[src/design/bus_pkg.sv]
package bus_pkg;

    localparam int ADDR_WIDTH = 8;
    localparam int DATA_WIDTH = 32;

    // one request per valid cycle, no back-pressure.
    typedef struct packed {
        logic                  valid;
        logic                  write;
        logic [ADDR_WIDTH-1:0] addr;
        logic [DATA_WIDTH-1:0] wdata;
    } bus_req_t;

    typedef struct packed {
        logic                  valid;
        logic [DATA_WIDTH-1:0] rdata;
    } bus_rsp_t;

    // register map.
    localparam logic [ADDR_WIDTH-1:0] ADDR_LED       = 8'h00;
    localparam logic [ADDR_WIDTH-1:0] ADDR_SWITCH    = 8'h04;
    localparam logic [ADDR_WIDTH-1:0] ADDR_BUTTON    = 8'h08;
    localparam logic [ADDR_WIDTH-1:0] ADDR_EVENT     = 8'h0C; // write 1 to clear.
    localparam logic [ADDR_WIDTH-1:0] ADDR_DISPLAY   = 8'h10;
    localparam logic [ADDR_WIDTH-1:0] ADDR_DISP_CTRL = 8'h14;

endpackage

[src/design/board_pkg.sv]
package board_pkg;

    localparam int SW_WIDTH   = 16;
    localparam int BTN_WIDTH  = 5;
    localparam int NUM_DIGITS = 8;

    // push buttons in the board's pin order.
    typedef struct packed {
        logic up;
        logic down;
        logic left;
        logic center;
        logic right;
    } btn_t;

    typedef logic [SW_WIDTH-1:0] sw_t;

    // all segment lines are active low.
    typedef struct packed {
        logic ca;
        logic cb;
        logic cc;
        logic cd;
        logic ce;
        logic cf;
        logic cg;
        logic dp;
    } seg_t;

    localparam seg_t SEG_BLANK = '1;

    function automatic seg_t hex_to_seg(input logic [3:0] nibble);
        seg_t seg;
        case (nibble)
            4'h0:    seg = 8'b0000_0011;
            4'h1:    seg = 8'b1001_1111;
            4'h2:    seg = 8'b0010_0101;
            4'h3:    seg = 8'b0000_1101;
            4'h4:    seg = 8'b1001_1001;
            4'h5:    seg = 8'b0100_1001;
            4'h6:    seg = 8'b0100_0001;
            4'h7:    seg = 8'b0001_1111;
            4'h8:    seg = 8'b0000_0001;
            4'h9:    seg = 8'b0000_1001;
            4'hA:    seg = 8'b0001_0001;
            4'hB:    seg = 8'b1100_0001;
            4'hC:    seg = 8'b0110_0011;
            4'hD:    seg = 8'b1000_0101;
            4'hE:    seg = 8'b0110_0001;
            default: seg = 8'b0111_0001; // F.
        endcase
        return seg;
    endfunction

endpackage
[src/design/board_io_top.sv]
`timescale 1ns/1ps

module board_io_top #(
    parameter int DEBOUNCE_CYCLES = 1_000_000, // 10 ms at 100 MHz.
    parameter int SCAN_DIV_BASE   = 25_000
) (
    input  logic              clk,
    input  logic              rst_n,
    input  board_pkg::sw_t    sw,
    input  board_pkg::btn_t   btn,
    input  bus_pkg::bus_req_t bus_req,
    output bus_pkg::bus_rsp_t bus_rsp,
    output logic [15:0]       led,
    output board_pkg::seg_t   seg,
    output logic [7:0]        an
);

    import board_pkg::*;

    sw_t         sw_clean;
    btn_t        btn_clean;
    logic [31:0] disp_digits;
    logic        disp_en;
    logic [1:0]  scan_rate;
    logic        scan_tick;

    sync_debouncer #(
        .payload_t       ( sw_t            ),
        .DEBOUNCE_CYCLES ( DEBOUNCE_CYCLES )
    ) sw_db_i (
        .clk   ( clk      ),
        .rst_n ( rst_n    ),
        .raw   ( sw       ),
        .clean ( sw_clean )
    );

    sync_debouncer #(
        .payload_t       ( btn_t           ),
        .DEBOUNCE_CYCLES ( DEBOUNCE_CYCLES )
    ) btn_db_i (
        .clk   ( clk       ),
        .rst_n ( rst_n     ),
        .raw   ( btn       ),
        .clean ( btn_clean )
    );

    io_regs io_regs_i (
        .clk         ( clk         ),
        .rst_n       ( rst_n       ),
        .bus_req     ( bus_req     ),
        .bus_rsp     ( bus_rsp     ),
        .switches    ( sw_clean    ),
        .buttons     ( btn_clean   ),
        .led         ( led         ),
        .disp_digits ( disp_digits ),
        .disp_en     ( disp_en     ),
        .scan_rate   ( scan_rate   )
    );

    // clock enable for the digit scan, no derived clock.
    scan_tick_divider #(
        .SCAN_DIV_BASE ( SCAN_DIV_BASE )
    ) scan_div_i (
        .clk    ( clk       ),
        .rst_n  ( rst_n     ),
        .enable ( disp_en   ),
        .rate   ( scan_rate ),
        .tick   ( scan_tick )
    );

    seven_seg_scanner scanner_i (
        .clk    ( clk         ),
        .rst_n  ( rst_n       ),
        .enable ( disp_en     ),
        .tick   ( scan_tick   ),
        .digits ( disp_digits ),
        .seg    ( seg         ),
        .an     ( an          )
    );

endmodule

[src/design/seven_seg_scanner.sv]
`timescale 1ns/1ps

module seven_seg_scanner (
    input  logic            clk,
    input  logic            rst_n,
    input  logic            enable,
    input  logic            tick,
    input  logic [31:0]     digits,
    output board_pkg::seg_t seg,
    output logic [7:0]      an
);

    import board_pkg::*;

    logic [2:0] idx_q;
    logic [2:0] idx_next;
    logic [3:0] nibble;

    assign idx_next = idx_q + 3'd1; // wraps from 7 to 0.

    // anodes are active low, one digit lit at a time.
    always_ff @(posedge clk or negedge rst_n) begin
        if (!rst_n) begin
            idx_q <= '0;
            an    <= '1;
        end else if (!enable) begin
            an <= '1;
        end else if (tick) begin
            idx_q <= idx_next;
            an    <= ~(NUM_DIGITS'(1) << idx_next);
        end
    end

    assign nibble = digits[{idx_q, 2'b00} +: 4];

    // segments track the lit digit's nibble.
    always_comb begin
        if (&an) begin
            seg = SEG_BLANK;
        end else begin
            seg = hex_to_seg(nibble);
        end
    end

endmodule

[src/design/io_regs.sv]
`timescale 1ns/1ps

module io_regs (
    input  logic              clk,
    input  logic              rst_n,
    input  bus_pkg::bus_req_t bus_req,
    output bus_pkg::bus_rsp_t bus_rsp,
    input  board_pkg::sw_t    switches,
    input  board_pkg::btn_t   buttons,
    output logic [15:0]       led,
    output logic [31:0]       disp_digits,
    output logic              disp_en,
    output logic [1:0]        scan_rate
);

    import bus_pkg::*;
    import board_pkg::*;

    logic                  wr_en;
    logic                  rd_en;
    btn_t                  btn_prev_q;
    logic [BTN_WIDTH-1:0]  evt_q;
    logic [BTN_WIDTH-1:0]  evt_set;
    logic [BTN_WIDTH-1:0]  evt_clr;
    logic [DATA_WIDTH-1:0] rd_mux;
    logic                  rsp_valid_q;
    logic [DATA_WIDTH-1:0] rsp_rdata_q;

    assign wr_en = bus_req.valid & bus_req.write;
    assign rd_en = bus_req.valid & ~bus_req.write;

    always_ff @(posedge clk or negedge rst_n) begin
        if (!rst_n) begin
            led         <= '0;
            disp_digits <= '0;
            disp_en     <= 1'b0;
            scan_rate   <= '0;
        end else if (wr_en) begin
            case (bus_req.addr)
                ADDR_LED: begin
                    led <= bus_req.wdata[15:0]; // upper half is dropped.
                end
                ADDR_DISPLAY: begin
                    disp_digits <= bus_req.wdata;
                end
                ADDR_DISP_CTRL: begin
                    disp_en   <= bus_req.wdata[0];
                    scan_rate <= bus_req.wdata[2:1];
                end
                default: begin
                end
            endcase
        end
    end

    // rising edges of the debounced levels.
    assign evt_set = buttons & ~btn_prev_q;
    assign evt_clr = (wr_en && bus_req.addr == ADDR_EVENT) ?
                     bus_req.wdata[BTN_WIDTH-1:0] : '0;

    always_ff @(posedge clk or negedge rst_n) begin
        if (!rst_n) begin
            btn_prev_q <= '0;
            evt_q      <= '0;
        end else begin
            btn_prev_q <= buttons;
            evt_q      <= (evt_q & ~evt_clr) | evt_set; // set wins.
        end
    end

    always_comb begin
        case (bus_req.addr)
            ADDR_LED:       rd_mux = {16'h0, led};
            ADDR_SWITCH:    rd_mux = {{(DATA_WIDTH - SW_WIDTH){1'b0}}, switches};
            ADDR_BUTTON:    rd_mux = {{(DATA_WIDTH - BTN_WIDTH){1'b0}}, buttons};
            ADDR_EVENT:     rd_mux = {{(DATA_WIDTH - BTN_WIDTH){1'b0}}, evt_q};
            ADDR_DISPLAY:   rd_mux = disp_digits;
            ADDR_DISP_CTRL: rd_mux = {29'h0, scan_rate, disp_en};
            default:        rd_mux = '0;
        endcase
    end

    // read response one cycle after the request.
    always_ff @(posedge clk or negedge rst_n) begin
        if (!rst_n) begin
            rsp_valid_q <= 1'b0;
        end else begin
            rsp_valid_q <= rd_en;
        end
    end

    always_ff @(posedge clk) begin
        if (rd_en) begin
            rsp_rdata_q <= rd_mux;
        end
    end

    assign bus_rsp = '{valid: rsp_valid_q, rdata: rsp_rdata_q};

endmodule

[src/design/scan_tick_divider.sv]
`timescale 1ns/1ps

module scan_tick_divider #(
    parameter int SCAN_DIV_BASE = 25_000
) (
    input  logic       clk,
    input  logic       rst_n,
    input  logic       enable,
    input  logic [1:0] rate,
    output logic       tick
);

    localparam int MAX_PERIOD = SCAN_DIV_BASE << 6;
    localparam int CNT_W      = $clog2(MAX_PERIOD);

    logic [CNT_W-1:0] cnt_q;
    logic [CNT_W-1:0] term;
    logic [1:0]       rate_q;
    logic             wrap;

    // each rate step stretches the period by four.
    assign term = CNT_W'((SCAN_DIV_BASE << (2 * rate_q)) - 1);
    assign wrap = (cnt_q == term);
    assign tick = enable & wrap;

    always_ff @(posedge clk or negedge rst_n) begin
        if (!rst_n) begin
            cnt_q  <= '0;
            rate_q <= '0;
        end else if (!enable || wrap) begin
            cnt_q  <= '0;
            rate_q <= rate; // new rate only picked up here.
        end else begin
            cnt_q <= cnt_q + 1'b1;
        end
    end

endmodule

[src/design/sync_debouncer.sv]
`timescale 1ns/1ps

module sync_debouncer #(
    parameter type payload_t       = logic,
    parameter int  DEBOUNCE_CYCLES = 16     // two or more.
) (
    input  logic     clk,
    input  logic     rst_n,
    input  payload_t raw,
    output payload_t clean
);

    localparam int CNT_W = (DEBOUNCE_CYCLES > 1) ? $clog2(DEBOUNCE_CYCLES) : 1;
    localparam logic [CNT_W-1:0] CNT_LAST = CNT_W'(DEBOUNCE_CYCLES - 1);

    payload_t         sync_meta_q;
    payload_t         sync_q;
    payload_t         last_q;
    logic [CNT_W-1:0] stable_cnt_q;

    // two-flop synchronizer.
    always_ff @(posedge clk or negedge rst_n) begin
        if (!rst_n) begin
            sync_meta_q <= '0;
            sync_q      <= '0;
        end else begin
            sync_meta_q <= raw;
            sync_q      <= sync_meta_q;
        end
    end

    // stable_cnt_q counts the cycles the synchronized value has held,
    // including the cycle it first appeared.
    always_ff @(posedge clk or negedge rst_n) begin
        if (!rst_n) begin
            last_q       <= '0;
            stable_cnt_q <= '0;
            clean        <= '0;
        end else if (sync_q != last_q) begin
            last_q       <= sync_q;
            stable_cnt_q <= CNT_W'(1); // restart on any change.
        end else if (stable_cnt_q == CNT_LAST) begin
            clean <= last_q;
        end else begin
            stable_cnt_q <= stable_cnt_q + 1'b1;
        end
    end

endmodule

[config.mk]
export PLATFORM = sky130hd
export DESIGN_NAME = board_io_top
export DESIGN_NICKNAME = d
export VERILOG_FILES = /design/src/design/bus_pkg.sv /design/src/design/board_pkg.sv /design/src/design/board_io_top.sv /design/src/design/seven_seg_scanner.sv /design/src/design/io_regs.sv /design/src/design/scan_tick_divider.sv /design/src/design/sync_debouncer.sv
export SDC_FILE = /design/constraint.sdc
export NUM_CORES = 1
export LEC_CHECK = 0
export BUFFER_PORTS_ARGS = -buffer_cell sky130_fd_sc_hd__buf_2
export CORE_UTILIZATION = 63
export DETAILED_ROUTE_END_ITERATION = 16
export GPL_TIMING_DRIVEN = 0
export PLACE_DENSITY = 0.85
export SETUP_SLACK_MARGIN = 0.02
export SKIP_CTS_REPAIR_TIMING = 1
export SYNTH_ARGS = -nofsm -noshare
export SYNTH_HDL_FRONTEND = slang
export SYNTH_SLANG_ARGS = --single-unit
export TNS_END_PERCENT = 50
[constraint.sdc]
create_clock -name clk -period 6.36 [get_ports clk]
set_input_delay 1.272 -clock clk [delete_from_list [all_inputs] [get_ports clk]]
set_output_delay 1.272 -clock clk [all_outputs]
set_load 0.005 [all_outputs]
==> results of run 1 <==
## path summary, 6_finish.rpt
| path | to | slack (ns) | depth (start not counted) |
|---|---|---|---|
| max in group asynchronous | io_regs_i.disp_digits[22] | 4.58 | 2 |
| min in group asynchronous | btn_db_i.stable_cnt_q[13] | 0.75 | 1 |
| hold reg to reg | sw_db_i.sync_q[6] | 0.35 | 0 |
| hold / removal | sw_db_i.sync_q[6] | 0.35 | 0 |
| setup / recovery | seg[7] | 1.75 | 9 |
| setup reg to reg | scan_div_i.cnt_q[11] | 3.61 | 9 |
## final cells by class
cell class	instances	area share, %
inverters	24	0.705
well taps	220	2.15
repair buffers	128	5.38
diodes	3	0.0587
flip-flops and latches	252	50.7
clock buffers	38	5.91
clock inverters	8	0.881
plain buffers	52	1.66
multi-input cells	564	32.6
## placed cells by master (no fill, tap or decap), types with 5 or more instances in the layout
master,synthesis,layout
and2_1,21,21
nor3_1,20,20
dfstp_2,8,8
a22o_1,8,8
nor2_1,79,79
nand2b_1,6,6
clkbuf_8,0,6
nand3_1,34,34
mux2_2,77,77
clkbuf_1,41,47
a222oi_1,6,6
mux2_4,5,5
buf_2,8,133
nand2_1,54,54
a22oi_1,8,8
nor4_1,15,15
a21oi_1,10,10
o21ai_0,18,18
ha_1,20,20
o211ai_1,5,5
xor2_1,57,57
xnor2_1,26,26
dfrtp_1,212,212
nand4_1,18,18
and3_1,10,10
clkbuf_16,0,26
mux4_2,6,6
mux2i_1,17,17
inv_1,24,24
edfxtp_1,32,32
## registers in the layout, indices dropped and copies added, names as in the netlist, 8 cells and up
register and cells:
sw_db_i.clean 16, sw_db_i.sync_meta_q 16, io_regs_i.rsp_rdata_q 32, scanner_i.an 8, scan_div_i.cnt_q 21, io_regs_i.led 16
io_regs_i.disp_digits 32, sw_db_i.last_q 16, sw_db_i.stable_cnt_q 20, btn_db_i.stable_cnt_q 20, sw_db_i.sync_q 16
## power by group through the flow
stage | clock [mW] | combinational, mW | sequential (mW)
after global placement | 0 | 0.122 | 1.72
after floorplan | 0 | 0.0513 | 1.71
after detailed placement | 0 | 0.130 | 1.72
after CTS | 1.54 | 0.132 | 1.69
final | 1.52 | 0.129 | 1.69
after global routing | 1.60 | 0.145 | 1.69
## worst max-delay path: stages (launching register included)
cell	delay, ns
dfrtp_1	0.52
buf_2	0.38
mux4_2	0.55
nand2_1	0.08
and2_1	0.20
inv_1	0.13
ha_1	0.25
a2111oi_0	0.46
a211oi_1	0.09
buf_2	0.14
## cells by family after synthesis
group                    count (synthesis)
AO/OA/AOI/OAI                           76
XOR/XNOR                                83
adder cells (fa/ha/maj)                 20
buffers and inverters                   76
flip-flops                             252
multiplexers                           105
other                                    1
AND/OR/NAND/NOR                        279
## through the flow
| stage | worst slack (ns) | hold slack (ns) | total power, mW |
|---|---|---|---|
| 3_5_place_dp | 2.32 | 0.335 | 1.85 |
| 2_1_floorplan | 2.85 | 0.331 | 1.77 |
| 3_3_place_gp | 0.463 | 0.331 | 1.84 |
| 5_1_grt | 1.55 | 0.351 | 3.44 |
| 6_report | 1.75 | 0.346 | 3.34 |
| 4_1_cts | 1.76 | 0.348 | 3.36 |
## per-layer routing
| layer | vias up | track usage [%] | wire length, microns |
|---|---|---|---|
| met5 | - | 0 | 0 |
| met4 | 0 | 10.3 | 782 |
| met3 | 62 | 4.22 | 1290 |
| met2 | 242 | 45.5 | 11600 |
| met1 | 3665 | 35.5 | 9450 |
| li1 | 3432 | - | - |
==> results.sh, run 1 <==
export IMPL_synth_area_mux_share_pct=11.4
export IMPL_ys_flop_type="dfrtp_1"
export IMPL_synth_top_family_by_area="simple AND/OR/NAND/NOR gates"
export IMPL_nFillCells=1065
export IMPL_ioPinCount=130
export IMPL_grt_setup_unrepaired="no"
export IMPL_grt_overflow_total=0
export IMPL_fin_crit_ns=4.61
export IMPL_drive_gt1_share_pct=26.2
export IMPL_max_vdd_ir_drop_mv=0.295
export IMPL_synth_area_leaders="dfrtp_1 (49%), edfxtp_1 (8.8%), mux2_2 (7.9%), xor2_1 (4.6%), nor2_1 (2.7%)"
export IMPL_vias_per_cell=5.74
export IMPL_maxClockFrequency_mhz=217
export IMPL_synth_adder_area_share_pct=2.29
export IMPL_layout_nets=1133
export IMPL_initial_core_util_pct=65.2
export IMPL_synth_area_sq_um=10900
export IMPL_outcome="finished, final reports clean"
export IMPL_netlist_instances=892
export IMPL_p_switching_mw=0.718
export IMPL_antenna_found_initial=3
export IMPL_synth_commonest_cells="dfrtp_1 (212), nor2_1 (79), mux2_2 (77)"
export IMPL_timing_rr_start="scan_div_i.rate_q[1]"
export IMPL_wirelength_microns=23100
export IMPL_path_clk_slew_ns=0.06
export IMPL_tightest_slew_ns=1.22
export IMPL_power_frac_seq_pct=50.6
export IMPL_synth_distinct_cells=56
export IMPL_dr_pass1_iters=5
export IMPL_async_reset_ff_share_pct=87.3
export IMPL_cp_max_fo=10
export IMPL_place_gp_congestion=0.898
export IMPL_maxSlewHeadroom_pct=17.9
export IMPL_drc=0
export IMPL_clkPwrFrac_pct=45.5
export IMPL_arrival_ns=3.33
export IMPL_grt_pass1_vias=7619
export IMPL_p_leak_nw=5.82
export IMPL_htree_levels=1
export IMPL_synth_compound_area_share_pct=4.85
export IMPL_drt_iter0_drc=549
export IMPL_die_w_microns=134
export IMPL_hold_path_class="flop to flop"
export IMPL_cts_root_buffer="clkbuf_16"
export IMPL_coreArea_sq_um=16800
export IMPL_p_int_mw=2.62
export IMPL_slew_viol_final=0
export IMPL_sw_frac_of_total_pct=21.5
export IMPL_clock_sinks=252
export IMPL_clk_latency_ns=0.55
export IMPL_cap_violations=0
export IMPL_end_kind="output pin"
export IMPL_start_kind="flop"
export IMPL_yosysWarnings=0
export IMPL_setup_viol=0
export IMPL_finClkSkew_ns=0.0204
export IMPL_syn_to_final_growth_pct=16.9
export IMPL_numCtsBuffers=26
export IMPL_worstHoldStart="sw_db_i.sync_meta_q[6]"
export IMPL_die_area_sq_um=17900
export IMPL_die_h_microns=134
export IMPL_seq_area_frac_synth_pct=59.2
export IMPL_yosys_register_bits=252
export IMPL_dpl_instance_area_sq_um=11900
export IMPL_tns_ns=0
export IMPL_track_usage_pct=27.0
export IMPL_worstPathRequired_ns=5.09
export IMPL_wl_per_cell_microns=17.9
export IMPL_rows=47
export IMPL_multi_input_area_sq_um=4160
export IMPL_clockBufferDepth=3
export IMPL_syn_nets=977
export IMPL_place_inst=1240
export IMPL_avgSynthCellArea_sq_um=12.3
export IMPL_seqCellArea_sq_um=6480
export IMPL_power_density_nw_per_um2=261
export IMPL_cts_tree="yes"
export IMPL_grt_max_degree=118
export IMPL_critPathKind="flop to output pin"
export IMPL_comb_power_share_pct=3.9
export IMPL_synthXorXnorAreaFrac_pct=6.65
export IMPL_fin_crit_sh_pct=72.4
export IMPL_netlist_area_leader_share_pct=48.5
export IMPL_place_hpwl_microns=15500
export IMPL_final_cell_count_no_fill=1289
export IMPL_hold_viol_final=0
export IMPL_crit_start="scanner_i.idx_q[0]"
export IMPL_grt_pass1_wl_microns=37800
export IMPL_ant_nets=0
export IMPL_post_synth_top_count_cell="dfrtp_1"
export IMPL_synth_area_leader_cell="dfrtp_1"
export IMPL_synthSimpleGateAreaFrac_pct=12.8
export IMPL_dr_total_vias=7401
export IMPL_design_area_sq_um=12800
export IMPL_synth_edf_count=32
export IMPL_fin_util_pct=76.3
export IMPL_io_buffers=126
Note: power is estimated with default switching activity, not from simulation.
==> inputs of run 2 (changes only) <==
- CORE_UTILIZATION: 63 -> 58
- PLACE_DENSITY: 0.85 -> 0.79
- clock period: 6.36 -> 4.4 ns (I/O delays scaled with it)
==> run 2 against run 1 <==
Compared with the run above: count of clock-buffer cells in the layout decreased by 4; critical path depth unchanged; largest cell class unchanged; critical endpoint unchanged; global-route usage decreased by 2.4 points; critical path type unchanged; routed wire length decreased by 0.20%; worst hold slack got worse by 0.0030 ns; design area decreased by 0.32%; clock power increased by 39%; highest routed layer unchanged; largest power group unchanged.
==> results.sh, run 2 (same netlist as run 1, synthesis figures left out) <==
export IMPL_setup_viol=0
export IMPL_clk_latency_ns=0.53
export IMPL_crit_path_max_incr_delay_ns=0.53
export IMPL_io_buffers=126
export IMPL_htree_levels=1
export IMPL_cp_max_fo=10
export IMPL_antenna_found_initial=0
export IMPL_p_leak_nw=5.79
export IMPL_sw_frac_of_total_pct=21.4
export IMPL_dr_pass1_iters=6
export IMPL_p_switching_mw=1.01
export IMPL_clock_sinks=252
export IMPL_tightest_slew_ns=1.28
export IMPL_dr_total_vias=7306
export IMPL_hold_path_class="flop to flop"
export IMPL_grt_pass1_vias=7442
export IMPL_nFillCells=1300
export IMPL_critPathMostFrequentCell="buf_2"
export IMPL_grt_max_degree=132
export IMPL_rows=49
export IMPL_arrival_ns=3.28
export IMPL_start_kind="flop"
export IMPL_path_clk_slew_ns=0.06
export IMPL_holdWs_ns=0.343
export IMPL_die_w_microns=139
export IMPL_track_usage_pct=24.6
export IMPL_ant_nets=0
export IMPL_hold_viol_final=0
export IMPL_cap_violations=0
export IMPL_clockBufferDepth=3
export IMPL_crit_family="buffers and inverters"
export IMPL_clkPwrFrac_pct=44.4
export IMPL_grt_setup_unrepaired="no"
export IMPL_drt_iter0_drc=396
export IMPL_dpl_instance_area_sq_um=11900
export IMPL_worstPathRequired_ns=3.52
export IMPL_fin_crit_sh_pct=94.4
export IMPL_maxSlewHeadroom_pct=14.0
export IMPL_max_vdd_ir_drop_mv=0.318
export IMPL_numCtsBuffers=25
export IMPL_maxClockFrequency_mhz=241
export IMPL_coreArea_sq_um=18200
export IMPL_place_hpwl_microns=15900
export IMPL_critPathKind="flop to output pin"
export IMPL_wirelength_microns=23100
export IMPL_p_int_mw=3.72
export IMPL_design_area_sq_um=12700
export IMPL_place_gp_congestion=0.873
export IMPL_tns_ns=0
export IMPL_drc=0
export IMPL_die_h_microns=139
export IMPL_final_cell_mix="dfrtp_1 (212), buf_2 (133), nor2_1 (79), mux2_2 (77), xor2_1 (57)"
export IMPL_power_density_nw_per_um2=372
export IMPL_finalPower_mw=4.74
export IMPL_path_cells="buf_2 -> mux4_2 -> nand2_1 -> and2_1 -> inv_1 -> ha_1 -> a2111oi_1 -> a211oi_1 -> buf_2"
export IMPL_fin_crit_ns=4.16
export IMPL_diodes=0
export IMPL_drive_gt1_share_pct=26.0
export IMPL_slew_viol_final=0
export IMPL_finClkSkew_ns=0.00973
export IMPL_fin_util_pct=70.0
export IMPL_syn_to_final_growth_pct=16.5
export IMPL_wl_per_cell_microns=17.8
export IMPL_power_frac_seq_pct=51.6
export IMPL_die_area_sq_um=19400
export IMPL_crit_slowest_cell="mux4_2"
export IMPL_cts_root_buffer="clkbuf_16"
export IMPL_cts_tree="yes"
export IMPL_comb_power_share_pct=4.0
export IMPL_outcome="finished, final reports clean"
export IMPL_vias_per_cell=5.65
export IMPL_initial_core_util_pct=60.0
export IMPL_grt_overflow_total=0
export IMPL_path_buf_inv=3
export IMPL_grt_pass1_wl_microns=37600
export IMPL_layout_nets=1132
export IMPL_final_common_cell="dfrtp_1"
export IMPL_ioPinCount=130
export IMPL_reg_top3="io_regs_i.disp_digits: 32 flops, io_regs_i.rsp_rdata_q: 32 flops, scan_div_i.cnt_q: 21 flops"
export IMPL_end_kind="output pin"
-- run 2: changes by cell type in the layout (fill, tap and decap cells not counted), sizes merged --
cell / before / now
clkbuf: 79 / 75
diode: 3 / 0
clkinvlp: 0 / 2
inv: 24 / 25
-- run 2: cell type report --
cell class / count / area, sq um / area share, %
plain buffers: 52 / 213 / 1.67
clock inverters: 11 / 121 / 0.953
clock buffers: 34 / 701 / 5.50
repair buffers: 128 / 688 / 5.40
well taps: 229 / 287 / 2.25
flip-flops and latches: 252 / 6480 / 50.8
multi-input cells: 564 / 4160 / 32.7
inverters: 24 / 90.1 / 0.707
-- run 2: final timing paths --
check	endpoint	slack (ns)	from	cells past startpoint
max in group asynchronous	io_regs_i.rsp_valid_q	3.03	rst_n	2
worst min-delay path	sw_db_i.sync_q[4]	0.34	sw_db_i.sync_meta_q[4]	0
min in group asynchronous	btn_db_i.stable_cnt_q[13]	0.35	rst_n	1
worst min register to register	sw_db_i.sync_q[4]	0.34	sw_db_i.sync_meta_q[4]	0
worst max-delay path	seg[7]	0.24	scanner_i.idx_q[0]	9
worst max register to register	scan_div_i.cnt_q[4]	1.58	scan_div_i.rate_q[1]	9
-- run 2: through the flow --
stage | cells | setup slack [ns]
after global placement | 1247 | -1.23
after detailed placement | 1249 | 0.721
after global routing | 1294 | 0.0546
final | 1294 | 0.245
after CTS | 1294 | 0.158
after floorplan | 892 | 1.28
-- run 2: per-layer routing --
metal / track usage, % / part of all wire [%] / wire length, microns
met1: 31.9 / 42 / 9660
met4: 9.18 / 3.4 / 783
met2: 42.1 / 49 / 11400
met5: 0 / 0 / 0
met3: 3.54 / 5.4 / 1250
-- run 2: power by group through the flow --
stage / sequential [mW] / clock, mW / combinational [mW]
final: 2.44 / 2.11 / 0.188
after global routing: 2.45 / 2.23 / 0.211
after detailed placement: 2.49 / 0 / 0.190
after floorplan: 2.48 / 0 / 0.0742
after global placement: 2.48 / 0 / 0.178
after CTS: 2.44 / 2.14 / 0.192
==> inputs of run 3 (changes only) <==
- CORE_UTILIZATION: 58 -> 59
- PLACE_DENSITY: 0.79 -> 0.8
- SYNTH_HIERARCHICAL: default -> 1
==> run 3 against run 2 <==
Compared with the run above: clock power up 5%; via count is 0.70% lower; highest routed layer unchanged; cell count down 0.39%; design area increased by 4.0%; die area grew 1.9%.
==> results.sh, run 3 <==
export IMPL_outcome="finished, final reports clean"
export IMPL_final_cell_mix="dfrtp_1 (212), buf_2 (136), nor2_1 (62), xor2_1 (48), nand2_1 (43)"
export IMPL_wl_per_cell_microns=17.7
export IMPL_initial_core_util_pct=60.4
export IMPL_critPathKind="flop to output pin"
export IMPL_hold_viol_final=0
export IMPL_pre_cts_slack_ns=1.09
export IMPL_tightest_slew_ns=0.831
export IMPL_cp_max_fo=10
export IMPL_yosysWarnings=6
export IMPL_ys_flop_type="dfrtp_1"
export IMPL_worst_slack_ns=0.542
export IMPL_diodes=0
export IMPL_fin_crit_sh_pct=87.7
export IMPL_arrival_ns=2.98
export IMPL_vias_per_cell=5.63
export IMPL_netlist_instances=876
export IMPL_syn_nets=961
export IMPL_nFillCells=1289
export IMPL_place_gp_congestion=0.920
export IMPL_place_inst=1241
export IMPL_cts_tree="yes"
export IMPL_ioPinCount=130
export IMPL_path_clk_slew_ns=0.06
export IMPL_dr_total_vias=7255
export IMPL_final_cell_count_no_fill=1289
export IMPL_die_h_microns=141
export IMPL_path_cells="buf_6 -> mux4_2 -> nand2_1 -> and2_1 -> inv_1 -> ha_1 -> a2111oi_0 -> a211oi_2 -> buf_2"
export IMPL_coreArea_sq_um=18800
export IMPL_grt_pass1_vias=7336
export IMPL_synth_area_leader_cell="dfrtp_1"
export IMPL_rows=50
export IMPL_end_kind="output pin"
export IMPL_grt_setup_unrepaired="no"
export IMPL_fin_crit_ns=3.86
export IMPL_cap_violations=0
export IMPL_maxSlewHeadroom_pct=44.1
export IMPL_finClkSkew_ns=0.00951
export IMPL_start_kind="flop"
export IMPL_post_synth_top_count_cell="dfrtp_1"
export IMPL_met3_usage_pct=3.70
export IMPL_synth_area_leaders="dfrtp_1 (47%), edfxtp_1 (8.5%), mux2_4 (5.6%), xor2_1 (3.7%), mux2_2 (3.3%)"
export IMPL_avgSynthCellArea_sq_um=12.9
export IMPL_netlist_area_leader_share_pct=46.8
export IMPL_grt_max_degree=84
export IMPL_seq_area_frac_synth_pct=57.1
export IMPL_crit_slowest_cell="mux4_2"
export IMPL_setup_viol=0
export IMPL_htree_levels=1
export IMPL_yosys_register_bits=252
export IMPL_ant_nets=0
export IMPL_syn_to_final_growth_pct=16.9
export IMPL_clock_sinks=252
export IMPL_synth_commonest_cells="dfrtp_1 (212), nor2_1 (62), xor2_1 (48)"
export IMPL_slew_viol_final=0
export IMPL_synth_distinct_cells=76
export IMPL_async_reset_ff_share_pct=87.3
export IMPL_die_area_sq_um=19800
export IMPL_hold_path_class="primary input to async pin"
export IMPL_grt_pass1_wl_microns=37200
export IMPL_use_met1_pct=30.9
export IMPL_wirelength_microns=22800
export IMPL_cts_root_buffer="clkbuf_16"
export IMPL_maxClockFrequency_mhz=259
export IMPL_worstPathRequired_ns=3.52
export IMPL_track_usage_pct=23.8
export IMPL_clk_latency_ns=0.52
export IMPL_p_leak_nw=6.10
export IMPL_numCtsBuffers=26
export IMPL_grt_busiest_layer="met2"
export IMPL_met2_usage_pct=40.2
export IMPL_drc=0
export IMPL_synth_area_sq_um=11300
export IMPL_grt_overflow_total=0
export IMPL_drive_gt1_share_pct=29.7
export IMPL_antenna_found_initial=0
export IMPL_max_vdd_ir_drop_mv=0.346
export IMPL_io_buffers=128
export IMPL_die_w_microns=141
export IMPL_clockBufferDepth=3
export IMPL_final_common_cell="dfrtp_1"
export IMPL_crit_path_max_incr_delay_ns=0.50
export IMPL_synth_edf_count=32
export IMPL_drt_iter0_drc=339
export IMPL_power_density_nw_per_um2=366
export IMPL_layout_nets=1120
export IMPL_reg_top3="io_regs_i/disp_digits: 32 flops, io_regs_i/rsp_rdata_q: 32 flops, scan_div_i/cnt_q: 21 flops"
export IMPL_dr_pass1_iters=5
export IMPL_place_hpwl_microns=16200
==> run 3: changes by cell type in the layout (fill, tap and decap cells not counted), moves of 8 or more <==
cell	delta
nor3_1	-9
nand3_1	-8
nor2_1	-17
a221o_1	+14
buf_6	+9
mux2_4	+37
xor2_1	-9
nand2_1	-11
and3_1	+12
clkbuf_1	-11
mux2_2	-44
==> run 3: metal layers <==
metal / share of wire, % / wire length [microns]
met3: 4.2 / 960
met1: 42 / 9620
met4: 4.0 / 903
met2: 50 / 11300
met5: 0 / 0
==> run 3: through the flow <==
stage	instance area (sq um)	TNS (ns)	util, %	hold WS [ns]	total power, mW
CTS	13200	0	70.6	0.302	4.91
global route	13200	0	70.6	0.315	5.02
detailed placement	12400	0	65.9	0.335	2.69
finish	13200	0	70.6	0.274	4.86
floorplan	11300	0	-	0.331	2.56
global placement	12300	-251.09	65.4	0.331	2.68
==> run 3: final cells by class <==
type	count	area (sq um)	area share, %
Timing Repair Buffer	131	726	5.48
Clock buffer	37	742	5.60
Sequential cell	252	6480	48.9
Clock inverter	11	144	1.09
Tap cell	234	293	2.21
Multi-Input combinational cell	547	4450	33.6
Inverter	23	86.3	0.652
Buffer	54	329	2.48
==> run 3: path summary, 6_finish.rpt <==
kind | from | to | slack [ns] | cells past startpoint
max in group asynchronous | rst_n | sw_db_i/sync_meta_q[14] | 2.99 | 3
max | scanner_i/idx_q[1] | seg[7] | 0.54 | 9
min | rst_n | io_regs_i/rsp_valid_q | 0.27 | 1
max reg2reg | scan_div_i/rate_q[1] | scanner_i/an[1] | 1.68 | 9
min in group clk | sw_db_i/sync_meta_q[2] | sw_db_i/sync_q[2] | 0.34 | 0
min reg2reg | sw_db_i/sync_meta_q[2] | sw_db_i/sync_q[2] | 0.34 | 0
==> run 3: cell families after synthesis <==
kind of cell	synth area share, %
compound gates	5.32
xor+xnor	5.56
fa+ha+maj	2.21
buf+inv	3.66
flops	57.1
mux	12.4
other cells	0.0331
simple gates	13.6
==> run 3: power by group <==
group / internal, mW / total (mW) / switching, mW
logic: 0.0846 / 0.202 / 0.117
registers: 2.41 / 2.45 / 0.0354
clock network: 1.35 / 2.21 / 0.856
==> run 3: worst max-delay path: cells and delay by family, from the launching register on <==
family	cells	cell delay (ns)
adder cells (fa/ha/maj)	1	0.25
AO/OA/AOI/OAI	2	0.59
AND/OR/NAND/NOR	2	0.27
multiplexers	1	0.50
flip-flops	1	0.41
buffers and inverters	3	0.46
